## src/logic/bridge_pkg.sv

```systemverilog
package bridge_pkg;

    localparam int ADDR_W = 24;
    localparam int DATA_W = 32;
    localparam int LANE_W = 8;
    localparam int LANES  = DATA_W / LANE_W;   // Byte lanes on the data bus.
    localparam int PI_W   = 16;
    localparam int PI_A_W = 3;

    // Pi register window. Status is read and control written at the same address.
    localparam logic [PI_A_W-1:0] REG_DATA_LO = 3'd0;
    localparam logic [PI_A_W-1:0] REG_DATA_HI = 3'd1;
    localparam logic [PI_A_W-1:0] REG_ADDR_LO = 3'd2;
    localparam logic [PI_A_W-1:0] REG_ADDR_HI = 3'd3;
    localparam logic [PI_A_W-1:0] REG_STATUS  = 3'd4;

    // Control register bits.
    localparam int CTRL_W           = 5;
    localparam int CTRL_REQUEST_BM  = 0;
    localparam int CTRL_DRIVE_RESET = 1;
    localparam int CTRL_DRIVE_HALT  = 2;
    localparam int CTRL_DRIVE_INT2  = 3;
    localparam int CTRL_DRIVE_INT6  = 4;
    localparam logic [CTRL_W-1:0] CTRL_RESET_VALUE = 5'b00110;   // Hold the CPU in reset.

    // Status register bits.
    localparam int STATUS_IS_BM   = 0;
    localparam int STATUS_TERM_OK = 1;
    localparam int STATUS_ACTIVE  = 2;

    // Byte count minus one.
    typedef logic [1:0] req_size_t;

    // Port width as decoded from DSACK.
    typedef logic [1:0] port_width_t;
    localparam port_width_t PORT_8  = 2'd0;
    localparam port_width_t PORT_16 = 2'd1;
    localparam port_width_t PORT_32 = 2'd3;

endpackage

```

## src/logic/access_fsm.sv

```systemverilog
`timescale 1ns/1ps

module access_fsm (
    input  logic                            clk,
    input  logic                            reset,
    input  logic                            clk_rising,
    input  logic                            clk_falling,
    input  logic                            is_bm,
    input  logic                            req_active,
    input  logic                            req_rw,
    input  logic [bridge_pkg::ADDR_W-1:0]   req_address,
    input  bridge_pkg::req_size_t           req_size,
    input  logic [2:0]                      req_fc,
    input  logic [bridge_pkg::DATA_W-1:0]   req_data_write,
    input  logic [1:0]                      dsack_n,
    input  logic                            berr_n,
    input  bridge_pkg::port_width_t         port_width,
    output logic [bridge_pkg::ADDR_W-1:0]   mc_address,
    output logic [2:0]                      mc_fc,
    output logic [1:0]                      mc_size,
    output logic                            mc_rw,
    output logic                            mc_as_n,
    output logic                            mc_ds_n,
    output logic                            mc_data_oe,
    output logic [bridge_pkg::DATA_W-1:0]   mc_data_out,
    output logic                            merge_load,
    output logic [1:0]                      merge_shift,
    output bridge_pkg::req_size_t           cur_size,
    output logic                            done,
    output logic                            terminated_normally
);
    typedef enum logic [2:0] {
        ST_IDLE, ST_S0, ST_S1, ST_S2, ST_S3, ST_TERM, ST_S5, ST_NEXT
    } state_t;

    state_t                        state;
    logic [bridge_pkg::ADDR_W-1:0] address;
    logic                          rw;
    logic [2:0]                    fc;
    logic [bridge_pkg::DATA_W-1:0] data_write;
    logic                          term_ok;
    logic [1:0]                    xfer;   // Bytes moved this cycle, minus one.
    logic [1:0]                    left_shift;
    logic                          any_termination;
    logic [bridge_pkg::DATA_W-1:0] steered;

    assign left_shift      = address[1:0] & port_width;
    assign any_termination = (dsack_n != 2'b11) || !berr_n;

    write_steer write_steer_inst (
        .operand (data_write),
        .size    (cur_size),
        .offset  (address[1:0]),
        .lanes   (steered)
    );

    always_ff @(posedge clk) begin
        if (reset) begin
            state               <= ST_IDLE;
            mc_as_n             <= 1'b1;
            mc_ds_n             <= 1'b1;
            mc_data_oe          <= 1'b0;
            merge_load          <= 1'b0;
            done                <= 1'b0;
            terminated_normally <= 1'b0;
        end else begin
            merge_load <= 1'b0;
            done       <= 1'b0;
            case (state)
                ST_IDLE: begin
                    if (req_active && is_bm && !done) begin
                        address    <= req_address;
                        cur_size   <= req_size;
                        rw         <= req_rw;
                        fc         <= req_fc;
                        data_write <= req_data_write;
                        state      <= ST_S0;
                    end
                end
                ST_S0: begin
                    if (clk_rising) begin
                        mc_address  <= address;
                        mc_fc       <= fc;
                        mc_rw       <= rw;
                        mc_size     <= cur_size + 2'd1;   // Table 5-2, four wraps to 00.
                        mc_data_out <= steered;
                        state       <= ST_S1;
                    end
                end
                ST_S1: begin
                    if (clk_falling) begin
                        mc_as_n <= 1'b0;
                        if (rw)
                            mc_ds_n <= 1'b0;
                        state <= ST_S2;
                    end
                end
                ST_S2: begin
                    if (clk_rising) begin
                        mc_data_oe <= !rw;
                        state      <= rw ? ST_TERM : ST_S3;
                    end
                end
                ST_S3: begin
                    if (clk_falling) begin
                        mc_ds_n <= 1'b0;   // Write data has settled.
                        state   <= ST_TERM;
                    end
                end
                ST_TERM: begin
                    if (any_termination) begin
                        term_ok <= berr_n;
                        state   <= ST_S5;
                    end
                end
                ST_S5: begin
                    if (clk_falling) begin
                        mc_as_n     <= 1'b1;
                        mc_ds_n     <= 1'b1;
                        mc_data_oe  <= 1'b0;
                        merge_load  <= rw;
                        merge_shift <= left_shift;
                        xfer        <= port_width - left_shift;
                        state       <= ST_NEXT;
                    end
                end
                default: begin
                    // Dynamic sizing, run another cycle for what the port left over.
                    if (term_ok && cur_size > xfer) begin
                        address  <= address + {{(bridge_pkg::ADDR_W-2){1'b0}}, xfer} + 1'b1;
                        cur_size <= cur_size - xfer - 2'd1;
                        state    <= ST_S0;
                    end else begin
                        done                <= 1'b1;
                        terminated_normally <= term_ok;
                        state               <= ST_IDLE;
                    end
                end
            endcase
        end
    end

endmodule

```

## src/logic/bus_sampler.sv

```systemverilog
`timescale 1ns/1ps

module bus_sampler (
    input  logic                            clk,
    input  logic                            reset,
    input  logic                            mc_clk,
    input  logic                            mc_bg_n,
    input  logic                            mc_as_n_in,
    input  logic                            request_bm,
    input  logic [1:0]                      mc_dsack_n,
    input  logic                            mc_berr_n,
    input  logic [bridge_pkg::DATA_W-1:0]   mc_data_in,
    output logic                            clk_rising,
    output logic                            clk_falling,
    output logic                            is_bm,
    output logic [1:0]                      dsack_n,
    output logic                            berr_n,
    output bridge_pkg::port_width_t         port_width,
    output logic [bridge_pkg::DATA_W-1:0]   data_sampled
);
    logic [2:0] mc_clk_sync;   // Two sync stages, then one for edge history.
    logic       bg_sync;
    logic       as_sync;

    always_ff @(posedge clk) begin
        mc_clk_sync <= {mc_clk_sync[1:0], mc_clk};
        if (reset) begin
            clk_rising  <= 1'b0;
            clk_falling <= 1'b0;
        end else begin
            clk_rising  <= mc_clk_sync[1] & ~mc_clk_sync[2];
            clk_falling <= ~mc_clk_sync[1] & mc_clk_sync[2];
        end
    end

    // Mastership once granted and the previous owner has let go of AS.
    always_ff @(posedge clk) begin
        bg_sync <= ~mc_bg_n;
        as_sync <= ~mc_as_n_in;
        if (reset || !request_bm)
            is_bm <= 1'b0;
        else if (bg_sync && !as_sync)
            is_bm <= 1'b1;
    end

    always_ff @(posedge clk) begin
        if (reset) begin
            dsack_n <= 2'b11;
            berr_n  <= 1'b1;
        end else if (clk_falling) begin
            dsack_n <= mc_dsack_n;
            berr_n  <= mc_berr_n;
        end
    end

    always_ff @(posedge clk) begin
        if (clk_falling)
            data_sampled <= mc_data_in;
    end

    // Table 5-1.
    always_comb begin
        case (dsack_n)
            2'b01:   port_width = bridge_pkg::PORT_16;
            2'b00:   port_width = bridge_pkg::PORT_32;
            default: port_width = bridge_pkg::PORT_8;   // 2'b11 means no ack yet.
        endcase
    end

endmodule

```

## src/logic/pi_regs.sv

```systemverilog
`timescale 1ns/1ps

module pi_regs (
    input  logic                            clk,
    input  logic                            reset,
    input  logic                            pi_wr,
    input  logic [bridge_pkg::PI_A_W-1:0]   pi_a,
    input  logic [bridge_pkg::PI_W-1:0]     pi_d_in,
    output logic [bridge_pkg::PI_W-1:0]     pi_d_out,
    input  logic                            done,
    input  logic                            terminated_normally,
    input  logic [bridge_pkg::DATA_W-1:0]   read_data,
    input  logic                            is_bm,
    output logic                            req_active,
    output logic                            req_rw,
    output logic [bridge_pkg::ADDR_W-1:0]   req_address,
    output bridge_pkg::req_size_t           req_size,
    output logic [2:0]                      req_fc,
    output logic [bridge_pkg::DATA_W-1:0]   req_data_write,
    output logic                            request_bm,
    output logic                            drive_reset,
    output logic                            drive_halt,
    output logic                            drive_int2,
    output logic                            drive_int6
);
    logic [bridge_pkg::CTRL_W-1:0] control;
    logic                          term_ok;
    logic [bridge_pkg::DATA_W-1:0] result;
    logic [bridge_pkg::PI_W-1:0]   status;

    assign request_bm  = control[bridge_pkg::CTRL_REQUEST_BM];
    assign drive_reset = control[bridge_pkg::CTRL_DRIVE_RESET];
    assign drive_halt  = control[bridge_pkg::CTRL_DRIVE_HALT];
    assign drive_int2  = control[bridge_pkg::CTRL_DRIVE_INT2];
    assign drive_int6  = control[bridge_pkg::CTRL_DRIVE_INT6];

    always_ff @(posedge clk) begin
        if (reset) begin
            control    <= bridge_pkg::CTRL_RESET_VALUE;
            req_active <= 1'b0;
            term_ok    <= 1'b0;
        end else begin
            if (done) begin
                req_active <= 1'b0;
                term_ok    <= terminated_normally;
            end
            if (pi_wr && pi_a == bridge_pkg::REG_ADDR_HI)
                req_active <= 1'b1;   // Request goes live with its last half.
            if (pi_wr && pi_a == bridge_pkg::REG_STATUS) begin
                if (pi_d_in[15])
                    control <= control | pi_d_in[bridge_pkg::CTRL_W-1:0];
                else
                    control <= control & ~pi_d_in[bridge_pkg::CTRL_W-1:0];
            end
        end
    end

    always_ff @(posedge clk) begin
        if (done)
            result <= read_data;
        if (pi_wr) begin
            case (pi_a)
                bridge_pkg::REG_DATA_LO: req_data_write[bridge_pkg::PI_W-1:0] <= pi_d_in;
                bridge_pkg::REG_DATA_HI:
                    req_data_write[bridge_pkg::DATA_W-1:bridge_pkg::PI_W] <= pi_d_in;
                bridge_pkg::REG_ADDR_LO: req_address[bridge_pkg::PI_W-1:0] <= pi_d_in;
                bridge_pkg::REG_ADDR_HI: begin
                    req_address[bridge_pkg::ADDR_W-1:bridge_pkg::PI_W] <= pi_d_in[7:0];
                    req_size <= pi_d_in[9:8];
                    req_rw   <= pi_d_in[10];   // 1 is a read.
                    req_fc   <= pi_d_in[13:11];
                end
                default: ;
            endcase
        end
    end

    always_comb begin
        status = '0;
        status[bridge_pkg::STATUS_IS_BM]   = is_bm;
        status[bridge_pkg::STATUS_TERM_OK] = term_ok;
        status[bridge_pkg::STATUS_ACTIVE]  = req_active;
    end

    always_comb begin
        case (pi_a)
            bridge_pkg::REG_DATA_LO: pi_d_out = result[bridge_pkg::PI_W-1:0];
            bridge_pkg::REG_DATA_HI: pi_d_out = result[bridge_pkg::DATA_W-1:bridge_pkg::PI_W];
            bridge_pkg::REG_ADDR_LO: pi_d_out = req_address[bridge_pkg::PI_W-1:0];
            bridge_pkg::REG_ADDR_HI:
                pi_d_out = {2'b00, req_fc, req_rw, req_size,
                            req_address[bridge_pkg::ADDR_W-1:bridge_pkg::PI_W]};
            bridge_pkg::REG_STATUS:  pi_d_out = status;
            default:                 pi_d_out = '0;
        endcase
    end

endmodule

```

## src/logic/pistorm_bridge.sv

```systemverilog
`timescale 1ns/1ps

module pistorm_bridge (
    input  logic                            clk,
    input  logic                            reset,
    input  logic                            pi_wr,
    input  logic [bridge_pkg::PI_A_W-1:0]   pi_a,
    input  logic [bridge_pkg::PI_W-1:0]     pi_d_in,
    output logic [bridge_pkg::PI_W-1:0]     pi_d_out,
    input  logic                            mc_clk,
    input  logic                            mc_bg_n,
    input  logic                            mc_as_n_in,
    input  logic [1:0]                      mc_dsack_n,
    input  logic                            mc_berr_n,
    input  logic [bridge_pkg::DATA_W-1:0]   mc_data_in,
    output logic [bridge_pkg::ADDR_W-1:0]   mc_address,
    output logic [2:0]                      mc_fc,
    output logic [1:0]                      mc_size,
    output logic                            mc_rw,
    output logic                            mc_as_n,
    output logic                            mc_ds_n,
    output logic                            mc_data_oe,
    output logic [bridge_pkg::DATA_W-1:0]   mc_data_out,
    output logic                            mc_bus_oe,
    output logic                            mc_br_n,
    output logic                            mc_reset_n_oe,
    output logic                            mc_halt_n_oe,
    output logic                            int2_n_oe,
    output logic                            int6_n_oe
);
    logic                          clk_rising;
    logic                          clk_falling;
    logic                          is_bm;
    logic [1:0]                    dsack_n;
    logic                          berr_n;
    bridge_pkg::port_width_t       port_width;
    logic [bridge_pkg::DATA_W-1:0] data_sampled;
    logic                          req_active;
    logic                          req_rw;
    logic [bridge_pkg::ADDR_W-1:0] req_address;
    bridge_pkg::req_size_t         req_size;
    logic [2:0]                    req_fc;
    logic [bridge_pkg::DATA_W-1:0] req_data_write;
    logic                          request_bm;
    logic                          done;
    logic                          terminated_normally;
    logic                          merge_load;
    logic [1:0]                    merge_shift;
    bridge_pkg::req_size_t         cur_size;
    logic [bridge_pkg::DATA_W-1:0] read_data;

    assign mc_bus_oe = is_bm;
    assign mc_br_n   = ~request_bm;   // Bus request, low while mastership is wanted.

    bus_sampler bus_sampler_inst (
        .clk          (clk),
        .reset        (reset),
        .mc_clk       (mc_clk),
        .mc_bg_n      (mc_bg_n),
        .mc_as_n_in   (mc_as_n_in),
        .request_bm   (request_bm),
        .mc_dsack_n   (mc_dsack_n),
        .mc_berr_n    (mc_berr_n),
        .mc_data_in   (mc_data_in),
        .clk_rising   (clk_rising),
        .clk_falling  (clk_falling),
        .is_bm        (is_bm),
        .dsack_n      (dsack_n),
        .berr_n       (berr_n),
        .port_width   (port_width),
        .data_sampled (data_sampled)
    );

    pi_regs pi_regs_inst (
        .clk                 (clk),
        .reset               (reset),
        .pi_wr               (pi_wr),
        .pi_a                (pi_a),
        .pi_d_in             (pi_d_in),
        .pi_d_out            (pi_d_out),
        .done                (done),
        .terminated_normally (terminated_normally),
        .read_data           (read_data),
        .is_bm               (is_bm),
        .req_active          (req_active),
        .req_rw              (req_rw),
        .req_address         (req_address),
        .req_size            (req_size),
        .req_fc              (req_fc),
        .req_data_write      (req_data_write),
        .request_bm          (request_bm),
        .drive_reset         (mc_reset_n_oe),
        .drive_halt          (mc_halt_n_oe),
        .drive_int2          (int2_n_oe),
        .drive_int6          (int6_n_oe)
    );

    access_fsm access_fsm_inst (
        .clk                 (clk),
        .reset               (reset),
        .clk_rising          (clk_rising),
        .clk_falling         (clk_falling),
        .is_bm               (is_bm),
        .req_active          (req_active),
        .req_rw              (req_rw),
        .req_address         (req_address),
        .req_size            (req_size),
        .req_fc              (req_fc),
        .req_data_write      (req_data_write),
        .dsack_n             (dsack_n),
        .berr_n              (berr_n),
        .port_width          (port_width),
        .mc_address          (mc_address),
        .mc_fc               (mc_fc),
        .mc_size             (mc_size),
        .mc_rw               (mc_rw),
        .mc_as_n             (mc_as_n),
        .mc_ds_n             (mc_ds_n),
        .mc_data_oe          (mc_data_oe),
        .mc_data_out         (mc_data_out),
        .merge_load          (merge_load),
        .merge_shift         (merge_shift),
        .cur_size            (cur_size),
        .done                (done),
        .terminated_normally (terminated_normally)
    );

    read_merge read_merge_inst (
        .clk       (clk),
        .reset     (reset),
        .load      (merge_load),
        .size      (cur_size),
        .shift     (merge_shift),
        .lanes     (data_sampled),
        .read_data (read_data)
    );

endmodule

```

## src/logic/read_merge.sv

```systemverilog
`timescale 1ns/1ps

module read_merge (
    input  logic                          clk,
    input  logic                          reset,
    input  logic                          load,
    input  bridge_pkg::req_size_t         size,
    input  logic [1:0]                    shift,
    input  logic [bridge_pkg::DATA_W-1:0] lanes,
    output logic [bridge_pkg::DATA_W-1:0] read_data
);
    logic [bridge_pkg::DATA_W-1:0] merged;

    // Table 5-4. Result byte i takes lane size - i + shift, lane 0 being bits 31:24.
    // Bytes past the port are refilled by a later bus cycle.
    always_comb begin
        int lane;
        merged = read_data;
        for (int i = 0; i < bridge_pkg::LANES; i++) begin
            lane = int'(size) - i + int'(shift);
            if (i <= int'(size) && lane < bridge_pkg::LANES)
                merged[i*bridge_pkg::LANE_W +: bridge_pkg::LANE_W] =
                    lanes[(bridge_pkg::LANES-1-lane)*bridge_pkg::LANE_W +: bridge_pkg::LANE_W];
        end
    end

    always_ff @(posedge clk) begin
        if (reset)
            read_data <= '0;
        else if (load)
            read_data <= merged;   // Earlier partial bytes stay put.
    end

endmodule

```

## src/logic/write_steer.sv

```systemverilog
`timescale 1ns/1ps

module write_steer (
    input  logic [bridge_pkg::DATA_W-1:0] operand,
    input  bridge_pkg::req_size_t         size,
    input  logic [1:0]                    offset,
    output logic [bridge_pkg::DATA_W-1:0] lanes
);
    // b0 is the least significant operand byte.
    logic [bridge_pkg::LANE_W-1:0] b0;
    logic [bridge_pkg::LANE_W-1:0] b1;
    logic [bridge_pkg::LANE_W-1:0] b2;
    logic [bridge_pkg::LANE_W-1:0] b3;

    assign {b3, b2, b1, b0} = operand;

    // Table 5-5, with unused lanes filled by a copy.
    always_comb begin
        case (size)
            2'd0: lanes = {b0, b0, b0, b0};
            2'd1: lanes = offset[0] ? {b1, b1, b0, b1} : {b1, b0, b1, b0};
            2'd2: begin
                case (offset)
                    2'd0:    lanes = {b2, b1, b0, b0};
                    2'd1:    lanes = {b2, b2, b1, b0};
                    2'd2:    lanes = {b2, b1, b2, b1};
                    default: lanes = {b2, b2, b1, b2};
                endcase
            end
            default: begin
                case (offset)
                    2'd0:    lanes = {b3, b2, b1, b0};
                    2'd1:    lanes = {b3, b3, b2, b1};
                    2'd2:    lanes = {b3, b2, b3, b2};
                    default: lanes = {b3, b3, b2, b3};
                endcase
            end
        endcase
    end

endmodule

```

## config.mk

```make
export PLATFORM = sky130hd
export DESIGN_NAME = pistorm_bridge
export DESIGN_NICKNAME = d
export VERILOG_FILES = /design/src/logic/bridge_pkg.sv /design/src/logic/access_fsm.sv /design/src/logic/bus_sampler.sv /design/src/logic/pi_regs.sv /design/src/logic/pistorm_bridge.sv /design/src/logic/read_merge.sv /design/src/logic/write_steer.sv
export SDC_FILE = /design/constraint.sdc
export NUM_CORES = 1
export LEC_CHECK = 0
export ABC_AREA = 1
export BUFFER_PORTS_ARGS = -buffer_cell sky130_fd_sc_hd__buf_2
export CAP_MARGIN = 30
export CELL_PAD_IN_SITES_DETAIL_PLACEMENT = 1
export CELL_PAD_IN_SITES_GLOBAL_PLACEMENT = 2
export CORE_UTILIZATION = 34
export DETAILED_ROUTE_END_ITERATION = 10
export GPL_ROUTABILITY_DRIVEN = 1
export GPL_TIMING_DRIVEN = 0
export PLACE_DENSITY = 0.79
export SYNTH_ARGS = -nofsm -noshare
export SYNTH_HDL_FRONTEND = slang
export SYNTH_SLANG_ARGS = --single-unit
export TNS_END_PERCENT = 10
```

## constraint.sdc

```tcl
create_clock -name clk -period 5.1 [get_ports clk]
set_input_delay 0.51 -clock clk [delete_from_list [all_inputs] [get_ports clk]]
set_output_delay 0.51 -clock clk [all_outputs]
set_load 0.03 [all_outputs]
```

**After elaboration in Yosys (flattened, before gate mapping)**

Cells that the tools add are included.

- Bitwise operators: 17
- Add/subtract/negate cells: 17
- Mux-type cells: 34
- Reductions and logical operators: 48
- Eq/ne operators: 24
- Magnitude comparators: 8
- Shift-type cells: 4

Operators with widths:

| operator | number |
|---|---|
| 24-bit one-hot mux with 3 select lines | 2 |
| 32-bit by 4-bit < comparator with 1-bit output, second input constant | 4 |
| 32-bit by 32-bit variable part select with 8-bit output | 4 |
| 3-bit by 29-bit subtractor with 29-bit output, first input constant | 4 |
| 32-bit one-hot mux with 3 select lines | 1 |
| 16-bit one-hot mux with 5 select lines | 1 |
| 24-bit 2-to-1 mux | 3 |
| 24-bit one-hot mux with 2 select lines | 1 |
| 24-bit by 1-bit adder with 24-bit output, second input constant | 1 |
| 24-bit by 2-bit adder with 24-bit output | 1 |
| 3-bit 2-to-1 mux | 7 |
| 3-bit one-hot mux with 7 select lines | 1 |
| 2-bit AND reduction | 9 |
| 3-bit AND reduction | 6 |
| 3-bit by 3-bit adder with 4-bit output | 3 |
| 3-bit by 2-bit == test with 1-bit output, second input constant | 4 |
| 3-bit == test, second input constant | 4 |
| 2-bit != test, second input constant | 6 |
| 1-bit NOT | 11 |
| 1-bit 2-to-1 mux | 10 |
| 1-bit logical AND | 9 |
| 2-bit one-hot mux with 2 select lines | 2 |
| 2-bit nonzero test | 4 |
| 8-bit OR reduction | 1 |
| other kinds (33) | 53 |

- Output and inout port bits: 87
- Register bits: 314
- Word-level logic and storage cells: 196

**Longest topological paths before layout**

- Depth in word-level cells: 5
- Depth in mapped cells: 12
- Depth with buffers taken out: 12

**Hierarchy**

A second synthesis with hierarchy kept.

- Cell total of the unflattened synthesis: 1504
- Area total of the unflattened synthesis: 14501.4 um^2

Modules (own cells, without submodules):

| module | cells each | area an instance (um^2) | times used |
|---|---|---|---|
| access_fsm | 426 | 5411.4 | 1 |
| pi_regs | 252 | 3703.6 | 1 |
| read_merge | 404 | 2427.3 | 1 |
| write_steer | 355 | 1675.4 | 1 |
| bus_sampler | 66 | 1280.0 | 1 |
| pistorm_bridge | 1 | 3.8 | 1 |

**Worst setup path before layout**

No wires, ideal clock.

- Kind: input-to-reg
- Start point: input reset
- End point: register access_fsm_inst.mc_address[0] in the netlist's numbering, enable pin
- Arrival: 3529 ps
- Data required time: 4618 ps
- Stages on the path: 3
- Buffers on the path: 2
- Slack: 1089 ps
- Cell sequence: clkbuf_1 -> clkbuf_1 -> nor2_1

- Longest elaborated chain between the ends: 2

Ends and longest elaborated chain:

| item | RTL line | text |
|---|---|---|
| from (decl) | pistorm_bridge.sv:5 | `input logic reset,` |
| 1-bit NOT (no line) | - |  |
| 3-bit AND reduction (no line) | - |  |
| to (signal assigned) | access_fsm.sv:82 | `mc_address <= address;` |
| to (decl) | access_fsm.sv:18 | `output logic [bridge_pkg::ADDR_W-1:0] mc_address,` |

No other way between the ends.
A chain may end at the register's enable or synchronous reset.

**Final worst setup path**

- Start point: register access_fsm_inst.cur_size[1]
- End point: register read_merge_inst.read_data[14] in the netlist's numbering

- Longest elaborated chain between the ends: 5
- Elaborated cells on any way between the ends: 8
- Those cells by class: add/sub: 3; order compare: 2; shift: 1; reduce/logical: 2

Ends and longest elaborated chain:

| item | RTL line | text |
|---|---|---|
| from (decl) | access_fsm.sv:28 | `output bridge_pkg::req_size_t cur_size,` |
| from (signal assigned) | access_fsm.sv:73 | `cur_size <= req_size;` |
| from (signal assigned) | access_fsm.sv:131 | `cur_size <= cur_size - xfer - 2'd1;` |
| branches (longest 5 deep; another with 3-bit by 29-bit subtractor with 29-bit output) | - |  |
| to (signal assigned) | read_merge.sv:31 | `read_data <= merged;` |
| to (decl) | read_merge.sv:10 | `output logic [bridge_pkg::DATA_W-1:0] read_data` |

Parallel ways; which one is timed is not known.

==> flow_metrics.tcl <==
set metrics [dict create \
    synthesis.nets 1484 \
    outcome "finished clean" \
    cts_buffers 36 \
    avgSynthCellArea_um2 10.0 \
    routed_via_density 4.97 \
    grt_pass1_wl_um 66000 \
    setup_viol 0 \
    cts-root-buf "clkbuf_16" \
    intPower_mw 4.88 \
    drv_slew 0 \
    hold_viol_final 0 \
    timing.final.crit_share 0.667 \
    worstPathCellList "inv_1 -> ha_1 -> fa_1 -> xnor2_1 -> ha_1 -> nor2_1 -> nand2_1 -> nor3b_2 -> nand2_1 -> a21oi_1" \
    start_util 0.344 \
    p_per_area_mw_per_mm2 425 \
    synth_area_mm2 0.0140 \
    first_iter_violations 643 \
    synth-main-ff-cell "edfxtp_1" \
    timing_worst_setup_path_type "register to register" \
    drv_cap 0 \
    die_w_um 205 \
    yosys_warnings 0 \
    clock_latency_ns 0.56 \
    slew_headroom 0.358 \
    drc 0 \
    dp.final_hpwl_um 32600 \
    die_area_mm2 0.0421 \
    critPathLaunchType "register" \
    p_leak_nw 6.60 \
    hold_class "primary input to register" \
    drive_gt1_frac 0.160 \
    vias 10700 \
    wl_per_cell_um 20.2 \
    cp.required_ns 5.57 \
    coreArea_mm2 0.0408 \
    ant_nets 0 \
    path_max_fanout 9 \
    clk_pin_slew_ns 0.06 \
    worstMarginPinSlew_ns 0.960 \
    end_kind "register" \
    cts_resized 0 \
    synth_cell_types 46 \
    grt_start_max_net_pins 40 \
    cp_slowest_cell "edfxtp_1" \
    insertedDiodeCount 0 \
    p_sw_frac 0.314 \
    synth_edf_count 255 \
    detail_route.wirelength_um 43500 \
    netlist.top_cell.by_area "edfxtp_1" \
    pwr-share-seq 0.429 \
    async_flop_share 0 \
    whs_ns 0.0649 \
    synthCells 1400 \
    r2r_slack_ns 1.70 \
    worst_slack_ns 1.70 \
    ir_worst_vdd_uv 256 \
    place_congestion 0.873 \
    clock_path_buffers 3 \
    drt-pass1-iter-count 5 \
    ios 147 \
    max_freq_mhz 294 \
    track_usage 0.211 \
    die_y_um 205 \
    fin_total_pwr_mw 7.11 \
    clock-sinks 314 \
    p_comb_frac 0.217 \
    area_growth_pct 19.2 \
    max_stage_delay_ns 0.62 \
    synth_area_leaders "edfxtp_1 (55%), nand2_1 (11%), dfxtp_1 (8.4%)" \
    cp.arrival_ns 3.87 \
    antenna_found_initial 0 \
    grt_remaining_overflow 0 \
    fin_util 0.410 \
    post_cts_buffers 0 \
    nNetsFinal 1677 \
    yosysTopAreaCellShare 0.545 \
    switchingPower_mw 2.23 \
    ys_ff_latch 314 \
    dp_slack_ns 1.74 \
    rsz0062_at_grt "false" \
    grt_pass1_vias 10900 \
    rows 74 \
    yosysSeqAreaShare 0.629 \
    period_minus_slack_ns 3.40 \
    power_frac_clock 0.355 \
    cts_tree "built" \
    postCtsHoldBufs 0 \
    numPortBuffers 145 \
    htreeDepth 2 \
    finClkSkew_ns 0.0175 \
    finalSetupTns_ns 0 \
]
## critical path: cells and delay by family (launching register included)
| kind | cells | cell delay (ns) |
|---|---|---|
| compound gates | 1 | 0.18 |
| simple gates | 4 | 1.05 |
| fa+ha+maj | 3 | 1.05 |
| flops | 1 | 0.62 |
| xor+xnor | 1 | 0.17 |
| buf+inv | 1 | 0.24 |
## cell usage after synthesis (all sizes together) (10+ instances only)
cell type and n:
edfxtp 255, o21ai 100, mux2i 16, clkbuf 22
dfxtp 59, nand2 411, o211ai 12, nand3 53
inv 120, nor3 17, o22ai 10, buf 30
nor2 115, a21oi 83, ha 19
## metrics by stage
stage | cell area (µm²) | instances
6_report | 16700 | 2149
5_1_grt | 16700 | 2149
4_1_cts | 16700 | 2149
3_5_place_dp | 15600 | 2087
3_3_place_gp | 15400 | 2077
2_1_floorplan | 14000 | 1400
## path summary, 6_finish.rpt
kind,start,to,depth (start not counted)
setup / recovery,access_fsm_inst.cur_size[1],read_merge_inst.read_data[14],10
hold / removal,mc_clk,bus_sampler_inst.mc_clk_sync[0],1
setup reg to reg,access_fsm_inst.cur_size[1],read_merge_inst.read_data[14],10
hold reg to reg,bus_sampler_inst.mc_clk_sync[0],bus_sampler_inst.mc_clk_sync[1],0
## state kept, by name, indices dropped and copies added (netlist names), 2 cells and up, named ones only
register,cells
pi_regs_inst.req_size,2
bus_sampler_inst.dsack_n,2
access_fsm_inst.mc_size,2
access_fsm_inst.mc_fc,3
pi_regs_inst.req_fc,3
bus_sampler_inst.mc_clk_sync,3
access_fsm_inst.xfer,2
access_fsm_inst.merge_shift,2
access_fsm_inst.mc_data_out,32
bus_sampler_inst.data_sampled,32
pi_regs_inst.result,32
access_fsm_inst.data_write,32
read_merge_inst.read_data,32
access_fsm_inst.address,24
pi_regs_inst.req_address,24
access_fsm_inst.cur_size,2
pi_regs_inst.req_data_write,32
access_fsm_inst.state,3
access_fsm_inst.fc,3
access_fsm_inst.mc_address,24
## cells in the final DEF (no fill, tap or decap), types with 15 or more instances in the layout
master	Yosys	final
ha_1	19	19
buf_2	25	170
clkbuf_16	0	36
nand3_1	53	53
nand2_1	410	410
o21ai_0	98	98
clkbuf_1	21	29
nor3_1	16	15
nor2_1	109	106
mux2i_1	16	16
inv_1	116	116
edfxtp_1	255	255
dfxtp_1	59	58
a21oi_1	83	83
## area by class of cell
type	instances	area, µm²
clock buffers	45	945
inverters	121	454
clock inverters	17	179
flip-flops and latches	314	8840
repair buffers	155	880
fillers	4622	24100
plain buffers	52	239
well taps	532	666
multi-input cells	913	4540
## kinds of logic after synthesis
kind of cell | after synthesis | share of synthesized area
xor+xnor | 14 | 0.00873
buf+inv | 173 | 0.0493
fa+ha+maj | 24 | 0.0241
simple gates | 613 | 0.178
flops | 314 | 0.629
mux | 16 | 0.0114
compound gates | 246 | 0.0996
## power groups by stage
stage / Clock (mW) / Combinational [mW] / Sequential, mW
final: 2.52 / 1.54 / 3.05
after global routing: 2.67 / 1.71 / 3.06
after CTS: 2.59 / 1.55 / 3.05
after detailed placement: 0 / 1.54 / 3.10
after global placement: 0 / 1.49 / 3.11
after floorplan: 0 / 0.968 / 3.09
## layer usage
metal,vias to the layer above,GRT usage,routed length [µm]
li1,5168,-,-
met1,5204,0.275,19400
met2,252,0.360,21200
met3,65,0.0323,1870
met4,0,0.0683,1000
met5,-,0,0
(Power assumes the default switching activity.)
